File: config.mk
export PLATFORM = sky130hd
export DESIGN_NAME = dbg_cpu_module
export DESIGN_NICKNAME = d
export VERILOG_FILES = /design/src/hdl/dbg_cmd_pkg.sv /design/src/hdl/dbg_tap_pkg.sv /design/src/hdl/dbg_crc32.sv /design/src/hdl/dbg_cpu_ctrl_reg.sv /design/src/hdl/dbg_spr_bus_unit.sv /design/src/hdl/dbg_burst_ctrl.sv /design/src/hdl/dbg_cpu_module.sv
export SDC_FILE = /design/constraint.sdc
export NUM_CORES = 1
export LEC_CHECK = 0
export ABC_CLOCK_PERIOD_IN_PS = 4700
export BUFFER_PORTS_ARGS = -buffer_cell sky130_fd_sc_hd__buf_2
export CAP_MARGIN = 40
export CORE_UTILIZATION = 45
export DETAILED_ROUTE_END_ITERATION = 16
export GPL_ROUTABILITY_DRIVEN = 0
export PLACE_DENSITY = 0.68
export SLEW_MARGIN = 10
export SYNTH_ARGS = -nofsm -noshare
export SYNTH_HDL_FRONTEND = slang
export SYNTH_SLANG_ARGS = --single-unit
File: constraint.sdc
create_clock -name tck_i -period 4.7 [get_ports tck_i]
set_input_delay 0.705 -clock tck_i [delete_from_list [all_inputs] [get_ports tck_i]]
set_output_delay 0.705 -clock tck_i [all_outputs]
set_load 0.01 [all_outputs]
File: src/hdl/dbg_cmd_pkg.sv
// CPU-side definitions of the debug module
// Command opcodes, data register field positions and the SPR bus request.
// Modules refer to these by scoped name
package dbg_cmd_pkg;

  // Command opcodes in bits 51:48 of the data register
  typedef enum logic [3:0] {
    BWRITE32 = 4'd3,   // Burst write of 32-bit words
    BREAD32  = 4'd7,   // Burst read of 32-bit words
    IREG_WR  = 4'd9,   // Write the control register
    IREG_SEL = 4'd13   // Select internal register, only one exists
  } dbg_opcode_e;

  localparam int DR_WIDTH   = 53;  // TAP data register width

  // Field positions in the data register
  localparam int TOP_BIT    = 52;  // 0 = command for this module
  localparam int OP_MSB     = 51;
  localparam int OP_LSB     = 48;
  localparam int ADDR_MSB   = 47;
  localparam int ADDR_LSB   = 16;
  localparam int CNT_LSB    = 0;   // Word count starts here
  localparam int RST_BIT    = 46;  // IREG_WR reset bit
  localparam int STALL_BIT  = 45;  // IREG_WR stall bit

  localparam int SPR_AW     = 32;
  localparam int SPR_DW     = 32;
  localparam int WORD_CNT_W = 16;

  // Request toward the CPU SPR bus
  typedef struct packed {
    logic [SPR_AW-1:0] addr;
    logic [SPR_DW-1:0] wdata;
    logic              we;   // 1 = write
    logic              stb;  // Held until ack
  } spr_req_t;

endpackage

File: src/hdl/dbg_tap_pkg.sv
// JTAG-side definitions of the debug module
// TAP control bundle, burst FSM states and the TDO source select
package dbg_tap_pkg;

  // TAP controller signals seen by the module
  typedef struct packed {
    logic sel;      // Module selected by the top level
    logic capture;  // Capture-DR
    logic shift;    // Shift-DR
    logic update;   // Update-DR
  } tap_ctrl_t;

  typedef enum logic [3:0] {
    IDLE,
    RBEGIN,   // First read strobe
    RREADY,   // Wait for capture
    RSTATUS,  // Ready bits on TDO
    RBURST,
    RCRC,     // CRC out until update
    WREADY,   // Wait for capture
    WWAIT,    // Wait for start bit
    WBURST,
    WCRC,     // CRC in
    WMATCH    // Match bit until update
  } burst_state_e;

  typedef enum logic [1:0] {
    READY,  // Bus ready bit
    DATA,   // Output shift register LSB
    MATCH,  // CRC compare result
    CRC     // Serial CRC
  } tdo_sel_e;

endpackage

File: src/hdl/dbg_crc32.sv
// Serial CRC-32 for the debug module
// Reflected polynomial EDB88320, starts at all ones, no final inversion.
// Shifting rotates the register so it also serves as the CRC output
`timescale 1ns/100ps

module dbg_crc32 (
  input  logic        tck_i,
  input  logic        rst_i,
  input  logic        clr_i,     // Back to all ones
  input  logic        en_i,      // Take one bit
  input  logic        bit_i,
  input  logic        shift_i,   // Rotate out the LSB
  output logic [31:0] crc_o,
  output logic        serial_o
);

  localparam logic [31:0] POLY = 32'hEDB8_8320;

  logic [31:0] crc_q;
  logic        fb;                  // Feedback bit

  assign fb = crc_q[0] ^ bit_i;

  always_ff @(posedge tck_i or posedge rst_i) begin
    if (rst_i) begin
      crc_q <= '1;
    end else if (clr_i) begin
      crc_q <= '1;
    end else if (en_i) begin
      crc_q <= {1'b0, crc_q[31:1]} ^ (fb ? POLY : 32'h0);
    end else if (shift_i) begin
      crc_q <= {crc_q[0], crc_q[31:1]};
    end
  end

  assign crc_o    = crc_q;
  assign serial_o = crc_q[0];   // LSB first on TDO

endmodule

File: src/hdl/dbg_cpu_ctrl_reg.sv
// CPU control register of the debug module
// Holds the stall and reset bits driven to the CPU. A breakpoint sets stall
`timescale 1ns/100ps

module dbg_cpu_ctrl_reg (
  input  logic       tck_i,
  input  logic       rst_i,
  input  logic       wr_i,          // IREG_WR pulse
  input  logic [1:0] wdata_i,       // {reset, stall}
  input  logic       bp_i,          // Breakpoint hit
  output logic [1:0] status_o,
  output logic       cpu_stall_o,
  output logic       cpu_rst_o
);

  logic stall_q;
  logic rst_q;

  always_ff @(posedge tck_i or posedge rst_i) begin
    if (rst_i) begin
      stall_q <= 1'b0;
      rst_q   <= 1'b0;
    end else begin
      if (wr_i) rst_q <= wdata_i[1];
      if (bp_i) begin
        stall_q <= 1'b1;            // Breakpoint wins over a write
      end else if (wr_i) begin
        stall_q <= wdata_i[0];
      end
    end
  end

  assign status_o    = {rst_q, stall_q};
  assign cpu_stall_o = stall_q;
  assign cpu_rst_o   = rst_q;

endmodule

File: src/hdl/dbg_spr_bus_unit.sv
// SPR bus unit of the CPU debug module
// Takes one access per strobe from the burst FSM and runs the strobe and
// acknowledge cycle on the SPR bus. Ready is high when nothing is pending
`timescale 1ns/100ps

module dbg_spr_bus_unit (
  input  logic                            tck_i,
  input  logic                            rst_i,
  input  logic                            strobe_i,    // One-cycle start
  input  logic [dbg_cmd_pkg::SPR_AW-1:0]  addr_i,
  input  logic [dbg_cmd_pkg::SPR_DW-1:0]  wdata_i,
  input  logic                            rd_i,
  output logic                            ready_o,
  output logic [dbg_cmd_pkg::SPR_DW-1:0]  rdata_o,
  output dbg_cmd_pkg::spr_req_t           spr_req_o,
  input  logic [dbg_cmd_pkg::SPR_DW-1:0]  cpu_data_i,
  input  logic                            cpu_ack_i
);

  logic [dbg_cmd_pkg::SPR_AW-1:0] addr_q;
  logic [dbg_cmd_pkg::SPR_DW-1:0] wdata_q;
  logic [dbg_cmd_pkg::SPR_DW-1:0] rdata_q;
  logic                           we_q;
  logic                           stb_q;
  logic                           ready_q;

  // Payload, held for the whole request
  always_ff @(posedge tck_i) begin
    if (strobe_i) begin
      addr_q  <= addr_i;
      wdata_q <= wdata_i;
    end
    if (stb_q && cpu_ack_i && !we_q) rdata_q <= cpu_data_i;  // Read data on ack
  end

  always_ff @(posedge tck_i or posedge rst_i) begin
    if (rst_i) begin
      stb_q   <= 1'b0;
      we_q    <= 1'b0;
      ready_q <= 1'b1;
    end else if (strobe_i) begin
      stb_q   <= 1'b1;
      we_q    <= !rd_i;
      ready_q <= 1'b0;
    end else if (stb_q && cpu_ack_i) begin
      stb_q   <= 1'b0;                     // Drop the cycle after ack
      we_q    <= 1'b0;
      ready_q <= 1'b1;
    end
  end

  assign spr_req_o = '{addr: addr_q, wdata: wdata_q, we: we_q, stb: stb_q};
  assign ready_o   = ready_q;
  assign rdata_o   = rdata_q;

endmodule

File: src/hdl/dbg_burst_ctrl.sv
// Burst FSM of the CPU debug module
// Decodes commands from the TAP data register, runs burst reads and writes
// over the SPR bus unit and drives TDO. Address, word and bit counters and
// the output shift register live here
`timescale 1ns/100ps

module dbg_burst_ctrl #(
  parameter int MAX_WORD_CNT_W = 16
) (
  input  logic                              tck_i,
  input  logic                              rst_i,
  input  dbg_tap_pkg::tap_ctrl_t            tap_i,
  input  logic                              tdi_i,
  input  logic [dbg_cmd_pkg::DR_WIDTH-1:0]  data_register_i,
  output logic                              bus_strobe_o,
  output logic [dbg_cmd_pkg::SPR_AW-1:0]    bus_addr_o,
  output logic [dbg_cmd_pkg::SPR_DW-1:0]    bus_wdata_o,
  output logic                              bus_rd_o,
  input  logic                              bus_ready_i,
  input  logic [dbg_cmd_pkg::SPR_DW-1:0]    bus_rdata_i,
  output logic                              crc_clr_o,
  output logic                              crc_en_o,
  output logic                              crc_bit_o,
  output logic                              crc_shift_o,
  input  logic [31:0]                       crc_value_i,
  input  logic                              crc_serial_i,
  output logic                              ctrl_wr_o,
  input  logic [1:0]                        ctrl_status_i,
  output logic                              tdo_o,
  output logic                              top_inhibit_o
);

  localparam int TOP = dbg_cmd_pkg::TOP_BIT;
  localparam int DW  = dbg_cmd_pkg::SPR_DW;

  dbg_tap_pkg::burst_state_e  state_q, state_d;
  dbg_tap_pkg::tdo_sel_e      tdo_sel;
  dbg_cmd_pkg::dbg_opcode_e   op_in;       // Opcode field, decoded before latching

  logic [dbg_cmd_pkg::SPR_AW-1:0] addr_q;  // Next SPR address
  logic [MAX_WORD_CNT_W-1:0]      word_q;  // Words still to load
  logic [5:0]                     bit_q;   // Bits in current word or CRC
  logic [DW-1:0]                  out_q;   // Parallel-load output shift register

  logic cmd_take;                          // Module command on update
  logic word_zero, word_last, bit_max, bit_32, crc_match;
  logic load_cmd, word_dec, bit_rst, bit_inc;
  logic out_ld, out_ld_ctrl, out_shift;

  //////////////////////////////
  // Decode
  //////////////////////////////

  assign op_in     = dbg_cmd_pkg::dbg_opcode_e'(
                       data_register_i[dbg_cmd_pkg::OP_MSB:dbg_cmd_pkg::OP_LSB]);
  assign cmd_take  = tap_i.sel && tap_i.update && !data_register_i[TOP];
  assign word_zero = (word_q == '0);
  assign word_last = (word_q == MAX_WORD_CNT_W'(1));  // Last access already issued
  assign bit_max   = (bit_q == 6'd31);
  assign bit_32    = (bit_q == 6'd32);
  assign crc_match = (data_register_i[TOP -: 32] == crc_value_i);

  // Read path states feed TDO data into the CRC
  assign bus_rd_o  = state_q inside {dbg_tap_pkg::RBEGIN, dbg_tap_pkg::RREADY,
                                     dbg_tap_pkg::RSTATUS, dbg_tap_pkg::RBURST,
                                     dbg_tap_pkg::RCRC};
  assign crc_bit_o = bus_rd_o ? out_q[0] : tdi_i;

  // 32nd write bit is still on TDI, the other 31 sit in the data register
  assign bus_wdata_o = {tdi_i, data_register_i[TOP -: DW-1]};
  assign bus_addr_o  = addr_q;
  assign crc_clr_o   = load_cmd;

  //////////////////////////////
  // FSM
  //////////////////////////////

  always_comb begin
    state_d       = state_q;
    tdo_sel       = dbg_tap_pkg::DATA;
    top_inhibit_o = 1'b0;
    bus_strobe_o  = 1'b0;
    crc_en_o      = 1'b0;
    crc_shift_o   = 1'b0;
    ctrl_wr_o     = 1'b0;
    load_cmd      = 1'b0;
    word_dec      = 1'b0;
    bit_rst       = 1'b0;
    bit_inc       = 1'b0;
    out_ld        = 1'b0;
    out_ld_ctrl   = 1'b0;
    out_shift     = 1'b0;

    case (state_q)
      dbg_tap_pkg::IDLE: begin
        out_ld      = tap_i.sel && tap_i.capture;  // Control status readback
        out_ld_ctrl = 1'b1;
        out_shift   = tap_i.sel && tap_i.shift;
        ctrl_wr_o   = cmd_take && (op_in == dbg_cmd_pkg::IREG_WR);
        if (cmd_take && op_in == dbg_cmd_pkg::BREAD32) begin
          state_d = dbg_tap_pkg::RBEGIN;
        end else if (cmd_take && op_in == dbg_cmd_pkg::BWRITE32) begin
          state_d = dbg_tap_pkg::WREADY;
        end
        load_cmd = (state_d != dbg_tap_pkg::IDLE);  // Counters and CRC cleared here
        bit_rst  = load_cmd;
      end
      dbg_tap_pkg::RBEGIN: begin
        if (word_zero) begin
          state_d = dbg_tap_pkg::IDLE;     // Empty burst
        end else begin
          bus_strobe_o = 1'b1;             // First read starts now
          state_d      = dbg_tap_pkg::RREADY;
        end
      end
      dbg_tap_pkg::RREADY: begin
        if (tap_i.sel && tap_i.capture) state_d = dbg_tap_pkg::RSTATUS;
      end
      dbg_tap_pkg::RSTATUS: begin
        tdo_sel       = dbg_tap_pkg::READY;
        top_inhibit_o = 1'b1;
        if (bus_ready_i) begin
          state_d      = dbg_tap_pkg::RBURST;
          out_ld       = 1'b1;
          bit_rst      = 1'b1;
          word_dec     = 1'b1;
          bus_strobe_o = !word_last;       // Fetch next word ahead
        end
      end
      dbg_tap_pkg::RBURST: begin
        top_inhibit_o = 1'b1;
        out_shift     = 1'b1;
        bit_inc       = 1'b1;
        crc_en_o      = 1'b1;
        if (bit_max && word_zero) begin
          state_d = dbg_tap_pkg::RCRC;
        end else if (bit_max) begin
          out_ld       = 1'b1;
          bit_rst      = 1'b1;
          word_dec     = 1'b1;
          bus_strobe_o = !word_last;
        end
      end
      dbg_tap_pkg::RCRC: begin
        tdo_sel       = dbg_tap_pkg::CRC;  // Shifts until update
        crc_shift_o   = 1'b1;
        top_inhibit_o = 1'b1;
      end
      dbg_tap_pkg::WREADY: begin
        if (word_zero) begin
          state_d = dbg_tap_pkg::IDLE;
        end else if (tap_i.sel && tap_i.capture) begin
          state_d = dbg_tap_pkg::WWAIT;
        end
      end
      dbg_tap_pkg::WWAIT: begin
        top_inhibit_o = 1'b1;
        // Start bit is in the register, first data bit is on TDI
        if (tap_i.sel && tap_i.shift && data_register_i[TOP]) begin
          state_d  = dbg_tap_pkg::WBURST;
          bit_inc  = 1'b1;
          word_dec = 1'b1;
          crc_en_o = 1'b1;
        end
      end
      dbg_tap_pkg::WBURST: begin
        top_inhibit_o = 1'b1;
        bit_inc       = 1'b1;
        crc_en_o      = 1'b1;
        if (bit_max) begin
          bus_strobe_o = 1'b1;             // Word complete
          bit_rst      = 1'b1;
          word_dec     = !word_zero;
          if (word_zero) state_d = dbg_tap_pkg::WCRC;
        end
      end
      dbg_tap_pkg::WCRC: begin
        top_inhibit_o = 1'b1;
        bit_inc       = 1'b1;
        if (bit_32) begin
          state_d = dbg_tap_pkg::WMATCH;
          tdo_sel = dbg_tap_pkg::MATCH;    // Host reads the match bit here
        end
      end
      dbg_tap_pkg::WMATCH: begin
        tdo_sel       = dbg_tap_pkg::MATCH;
        top_inhibit_o = 1'b1;
      end
      default: state_d = dbg_tap_pkg::IDLE;
    endcase

    // Update ends any burst early
    if (state_q != dbg_tap_pkg::IDLE && tap_i.update) state_d = dbg_tap_pkg::IDLE;
  end

  always_ff @(posedge tck_i or posedge rst_i) begin
    if (rst_i) begin
      state_q <= dbg_tap_pkg::IDLE;
    end else begin
      state_q <= state_d;
    end
  end

  //////////////////////////////
  // Counters and shift register
  //////////////////////////////

  always_ff @(posedge tck_i or posedge rst_i) begin
    if (rst_i) begin
      addr_q <= '0;
      word_q <= '0;
      bit_q  <= '0;
    end else begin
      if (load_cmd) begin
        addr_q <= data_register_i[dbg_cmd_pkg::ADDR_MSB:dbg_cmd_pkg::ADDR_LSB];
      end else if (bus_strobe_o) begin
        addr_q <= addr_q + 1'b1;           // SPRs are word addressed
      end
      if (load_cmd) begin
        word_q <= data_register_i[dbg_cmd_pkg::CNT_LSB +: MAX_WORD_CNT_W];
      end else if (word_dec) begin
        word_q <= word_q - 1'b1;
      end
      if (bit_rst) begin
        bit_q <= '0;
      end else if (bit_inc) begin
        bit_q <= bit_q + 1'b1;
      end
    end
  end

  always_ff @(posedge tck_i) begin
    if (out_ld) begin
      out_q <= out_ld_ctrl ? {{(DW-2){1'b0}}, ctrl_status_i} : bus_rdata_i;
    end else if (out_shift) begin
      out_q <= {1'b0, out_q[DW-1:1]};      // LSB first
    end
  end

  // TDO source
  always_comb begin
    case (tdo_sel)
      dbg_tap_pkg::READY: tdo_o = bus_ready_i;
      dbg_tap_pkg::MATCH: tdo_o = crc_match;
      dbg_tap_pkg::CRC:   tdo_o = crc_serial_i;
      default:            tdo_o = out_q[0];
    endcase
  end

endmodule

File: src/hdl/dbg_cpu_module.sv
// CPU debug module top level
// Connects the burst FSM, the SPR bus unit, the CRC and the control
// register. Sits behind the JTAG TAP, everything runs on TCK
`timescale 1ns/100ps

module dbg_cpu_module #(
  parameter int MAX_WORD_CNT_W = dbg_cmd_pkg::WORD_CNT_W  // Burst length counter width
) (
  input  logic                                tck_i,
  input  logic                                rst_i,
  // TAP side
  input  logic                                tdi_i,
  input  logic [dbg_cmd_pkg::DR_WIDTH-1:0]    data_register_i,
  input  dbg_tap_pkg::tap_ctrl_t              tap_i,
  output logic                                tdo_o,
  output logic                                top_inhibit_o,
  // CPU side
  output dbg_cmd_pkg::spr_req_t               spr_req_o,
  input  logic [dbg_cmd_pkg::SPR_DW-1:0]      cpu_data_i,
  input  logic                                cpu_ack_i,
  input  logic                                cpu_bp_i,
  output logic                                cpu_stall_o,
  output logic                                cpu_rst_o
);

  logic                             bus_strobe;   // One-cycle access request
  logic [dbg_cmd_pkg::SPR_AW-1:0]   bus_addr;
  logic [dbg_cmd_pkg::SPR_DW-1:0]   bus_wdata;
  logic [dbg_cmd_pkg::SPR_DW-1:0]   bus_rdata;
  logic                             bus_rd;
  logic                             bus_ready;
  logic                             crc_clr;
  logic                             crc_en;
  logic                             crc_bit;
  logic                             crc_shift;
  logic                             crc_serial;
  logic [31:0]                      crc_value;
  logic                             ctrl_wr;
  logic [1:0]                       ctrl_status;  // {reset, stall}

  dbg_burst_ctrl #(
    .MAX_WORD_CNT_W (MAX_WORD_CNT_W)
  ) u_burst_ctrl (
    .tck_i           (tck_i),
    .rst_i           (rst_i),
    .tap_i           (tap_i),
    .tdi_i           (tdi_i),
    .data_register_i (data_register_i),
    .bus_strobe_o    (bus_strobe),
    .bus_addr_o      (bus_addr),
    .bus_wdata_o     (bus_wdata),
    .bus_rd_o        (bus_rd),
    .bus_ready_i     (bus_ready),
    .bus_rdata_i     (bus_rdata),
    .crc_clr_o       (crc_clr),
    .crc_en_o        (crc_en),
    .crc_bit_o       (crc_bit),
    .crc_shift_o     (crc_shift),
    .crc_value_i     (crc_value),
    .crc_serial_i    (crc_serial),
    .ctrl_wr_o       (ctrl_wr),
    .ctrl_status_i   (ctrl_status),
    .tdo_o           (tdo_o),
    .top_inhibit_o   (top_inhibit_o)
  );

  dbg_spr_bus_unit u_spr_bus_unit (
    .tck_i      (tck_i),
    .rst_i      (rst_i),
    .strobe_i   (bus_strobe),
    .addr_i     (bus_addr),
    .wdata_i    (bus_wdata),
    .rd_i       (bus_rd),
    .ready_o    (bus_ready),
    .rdata_o    (bus_rdata),
    .spr_req_o  (spr_req_o),
    .cpu_data_i (cpu_data_i),
    .cpu_ack_i  (cpu_ack_i)
  );

  dbg_crc32 u_crc32 (
    .tck_i    (tck_i),
    .rst_i    (rst_i),
    .clr_i    (crc_clr),
    .en_i     (crc_en),
    .bit_i    (crc_bit),
    .shift_i  (crc_shift),
    .crc_o    (crc_value),
    .serial_o (crc_serial)
  );

  // Reset and stall bits come straight from the IREG_WR command
  dbg_cpu_ctrl_reg u_ctrl_reg (
    .tck_i       (tck_i),
    .rst_i       (rst_i),
    .wr_i        (ctrl_wr),
    .wdata_i     (data_register_i[dbg_cmd_pkg::RST_BIT:dbg_cmd_pkg::STALL_BIT]),
    .bp_i        (cpu_bp_i),
    .status_o    (ctrl_status),
    .cpu_stall_o (cpu_stall_o),
    .cpu_rst_o   (cpu_rst_o)
  );

endmodule

==> key figures <==
Status
  • Status: complete, no violations

Floorplan
  • Die ar.: 22990 um^2
  • Die span in x: 151.6 um
  • Number of top-level pins: 164
  • Placeable core region: 21890 um^2
  • Vert. Die Dim: 151.6 um
  • Starting density of the core: 46.02%
  • Placement Rows: 54

Yosys
  • Number of enable flip-flop cells after synthesis: 128
  • Flip-flop and latch count after synthesis: 223
  • Combined area of all synthesized cells: 10070 um^2
  • Post-synthesis share of cell area spent on and, or, nand and nor gates: 11.89%
  • Share of synthesized registers carrying an async set or reset: 42.60%
  • Compound-cell area share of the yosys netlist: 18.00%
  • Count of cell types in the netlist: 64
  • Top_reg_cell synth: sky130_fd_sc_hd__edfxtp_1
  • Sequential-to-total area share from yosys stat: 62.17%
  • Yosys warning count: 0
  • Post-Synthesis Cells: 813
  • Adder-cell share of the synthesized area: 0.6210%
  • XOR/XNOR Fraction of Synth Area: 3.565%
  • Post-Syn Nets: 912
  • Mean cell area of the mapped netlist: 12.39 um^2
  • Share of synthesized area spent on multiplexers: 0.9067%
  • Dominant combinational cell family by area after synthesis: compound AO/OA/AOI/OAI gates

Finish
  • Post-route cell area: 12050 um^2
  • Core occupancy in the finished layout: 55.04%
  • Leading cell type in the layout, fill and taps excluded: sky130_fd_sc_hd__buf_2
  • Area of combinational cells with multiple inputs: 3563 um^2
  • Share of layout cells above drive strength 1: 27.56%
  • Area growth, synth to finish: 19.60%
  • Number of filler cells placed in the layout: 1883
  • Register area: 6262 um^2
  • Fin nets: 1068
  • Most used cells in the layout excluding fill and tap cells: sky130_fd_sc_hd__buf_2, sky130_fd_sc_hd__edfxtp_1, sky130_fd_sc_hd__dfrtp_1

Detailed routing
  • Detailed-route DRC error count: 0
  • Antenna viol nets, final: 0
  • Total Routed Length: 24580 um
  • First-pass iteration count of the detailed router: 5
  • Wire per inst: 19.38 um
  • Drt initial violations: 514
  • Average vias per placed instance: 5.809
  • Overall via count from detail_route: 7366

Placed design
  • Detail Placement HPWL: 17330 um
  • Post-placement cell area: 11220 um^2
  • Number of port buffers: 163
  • Setup slack at placement: 1.305 ns

Global route
  • Busiest grt layer: met2
  • Global Route met1 Usage: 29.95%
  • Met3 routing resource usage after global routing: 4.311%
  • GR Util met2: 33.31%
  • Global routing usage summed across all routing layers: 21.33%
  • Total congestion overflow after global routing: 0
  • Number of antenna violations at the first check in global routing: 3
  • Wire length of the first global-routing pass: 37480 um
  • Maximum number of pins on one net before global-route repair: 46
  • Via count of the first global-routing pass: 6761

Power and ir drop
  • Peak VDD IR: 362.3 uV
  • Register share of total power: 45.9%
  • Switching fraction of total power: 33.98%
  • Leakage power total: 4.654 nW
  • Power Internal: 4.995 mW
  • Pwr Density: 627.9 nW/um^2
  • Clock Power Share: 25.1%
  • Psw: 2.570 mW
  • Overall power consumption: 7.565 mW
  • Part of the total power dissipated in combinational logic: 28.9%

Clock network
  • Clock transition at the registers of the reported paths: 0.06 ns
  • Hold-fix buffer count after cts: 0
  • CTS Root Buffer Type: sky130_fd_sc_hd__clkbuf_16
  • Cells resized by post-CTS repair: 0
  • CTS tree: done
  • Total clock buffers created by CTS: 24
  • Longest Clk Path Bufs: 3
  • Clock net sink count: 223
  • Later-pin clock latency in the skew report: 0.51 ns
  • Count of H-tree levels built during CTS: 1
  • Buffer count from post-CTS setup fixing: 0

Setup path
  • Crit start category: flop
  • Required time at the endpoint of the critical path: 4.94 ns
  • Max stage delay cell, worst path: sky130_fd_sc_hd__and4_1
  • Slowest cell delay on critical path: 0.46 ns
  • CP Max Fanout: 34
  • Critical path arrival: 3.62 ns
  • Crit Path Category: reg -> reg
  • Critical path, cell by cell: inv_1 -> ha_1 -> nor3b_1 -> and4_1 -> o31ai_4 -> buf_4 -> a31oi_2 -> buf_4 -> o41ai_4 -> buf_4
  • Kind of end point of the critical path: flop
  • Cell family contributing the most delay on the critical path: buffers and inverters
  • Top cell by count, worst path: sky130_fd_sc_hd__buf_4
  • Buffer and inverter count on the worst path: 4

STA
  • Total setup violations reported at the end of the flow: 0
  • Max Freq: 295.8 MHz
  • Number of slew-limit violations in the final report: 0
  • Post-layout worst setup margin: 1.319 ns
  • Minimum clock period: 3.381 ns
  • Post-route clock period utilization: 71.93%
  • Clock tree skew after final layout: 0.01400 ns
  • Number of failing hold endpoints at the final stage: 0
  • Transition time at the pin with the least slew margin: 0.9194 ns
  • Unrepaired setup endpoints after global routing: no
  • TNS Setup: 0 ns
  • Rel. slew slack: 38.49%

Job
  • Maxcap violations: 0

Worst hold path
  • Hold/Removal Path Class: in -> async
-- Yosys cell counts, drive strengths merged (3+ instances only) --
cell | n | area [um^2]
a211o | 3 | 26.28
a211oi | 19 | 147.6
a21o | 14 | 105.1
a21oi | 31 | 166.4
a221o | 22 | 220.2
a22o | 32 | 280.3
a22oi | 6 | 45.04
a311oi | 6 | 52.55
a31o | 3 | 26.28
a31oi | 4 | 25.02
and2 | 10 | 62.56
and3 | 4 | 25.02
and4 | 4 | 35.03
buf | 15 | 85.08
clkbuf | 35 | 131.4
dfrtp | 62 | 1551
dfstp | 33 | 867.1
edfxtp | 128 | 3844
ha | 5 | 62.56
inv | 19 | 71.31
mux2i | 8 | 80.08
nand2 | 42 | 157.7
nand2b | 5 | 31.28
nand3 | 22 | 110.1
nand4 | 14 | 87.58
nor2 | 44 | 165.2
nor2b | 3 | 18.77
nor3 | 35 | 175.2
nor3b | 4 | 30.03
nor4 | 21 | 152.6
nor4b | 4 | 35.03
o21a | 3 | 22.52
o21ai | 41 | 205.2
o22a | 19 | 166.4
o31a | 3 | 26.28
o31ai | 4 | 43.79
o32ai | 13 | 113.9
o41ai | 3 | 26.28
or3 | 9 | 56.30
or4 | 4 | 33.78
xnor2 | 3 | 26.28
xor2 | 38 | 332.8
-- flip-flops by register name, indices dropped and copies added, names as in the netlist, 4 cells and up --
name and flops:
u_burst_ctrl.word_q 16, u_spr_bus_unit.rdata_o 32, u_crc32.crc_o 32, u_burst_ctrl.out_q 32
u_burst_ctrl.bit_q 6, u_spr_bus_unit.addr_q 32, u_burst_ctrl.state_q 4, u_spr_bus_unit.wdata_q 32
u_burst_ctrl.bus_addr_o 32
-- metal layers --
metal,share of wire (%),wire length [um],vias to the layer above
met3,8.1,2000,41
met5,0.090,22,-
met2,46,11260,301
met1,44,10810,3524
met4,2.0,493,4
li1,-,-,3496
-- area by class of cell --
type | count | share of cell area, %
diodes | 1 | 0.02077
well taps | 280 | 2.908
repair buffers | 180 | 8.101
multi-input cells | 521 | 29.58
flip-flops and latches | 223 | 51.98
inverters | 19 | 0.6023
clock inverters | 9 | 0.6335
clock buffers | 35 | 6.179
-- worst register-to-register path, stage by stage (launching register included) --
cell	delay, ns
sky130_fd_sc_hd__dfrtp_1	0.39
sky130_fd_sc_hd__inv_1	0.11
sky130_fd_sc_hd__ha_1	0.24
sky130_fd_sc_hd__nor3b_1	0.36
sky130_fd_sc_hd__and4_1	0.46
sky130_fd_sc_hd__o31ai_4	0.16
sky130_fd_sc_hd__buf_4	0.27
sky130_fd_sc_hd__a31oi_2	0.17
sky130_fd_sc_hd__buf_4	0.36
sky130_fd_sc_hd__o41ai_4	0.29
sky130_fd_sc_hd__buf_4	0.31
-- power groups by stage --
| stage | sequential [mW] | clock (mW) | combinational, mW |
|---|---|---|---|
| 2_1_floorplan | 3.39 | 0 | 1.51 |
| 3_3_place_gp | 3.48 | 0 | 2.11 |
| 3_5_place_dp | 3.49 | 0 | 2.21 |
| 4_1_cts | 3.47 | 1.94 | 2.20 |
| 5_1_grt | 3.56 | 2.02 | 2.42 |
| 6_report | 3.47 | 1.90 | 2.19 |
-- per-stage QoR --
stage / hold WS, ns / instances
floorplan: 0.4618 / 813
global placement: 0.4873 / 1222
detailed placement: 0.4797 / 1223
CTS: 0.1922 / 1267
global route: 0.2153 / 1267
finish: 0.2062 / 1268
-- final timing paths --
check                                            start                         end  slack, ns  depth (start not counted)
setup / recovery                u_burst_ctrl.word_q[1]      u_burst_ctrl.out_q[14]       1.32                         10
hold / removal                                   rst_i     u_burst_ctrl.word_q[15]       0.21                          2
setup reg to reg                u_burst_ctrl.word_q[1]      u_burst_ctrl.out_q[14]       1.32                         10
hold reg to reg            u_burst_ctrl.bus_addr_o[18]   u_spr_bus_unit.addr_q[18]       0.51                          0
max in group asynchronous                        rst_i           u_crc32.crc_o[27]       3.60                          3
min in group tck_i                      cpu_data_i[29]  u_spr_bus_unit.rdata_o[29]       0.37                          1
-- kinds of logic (layout without fill, tap and decap cells) --
kind of cell | after synthesis | count (layout)
muxes | 9 | 9
DFF | 223 | 223
other | 0 | 1
AOI/OAI and AO/OA | 238 | 238
xor gates and xnor gates | 41 | 41
and+or+nand+nor | 228 | 228
buffers and inverters | 69 | 243
adders and majority gates | 5 | 5
Note: power is estimated with default switching activity, not from simulation.
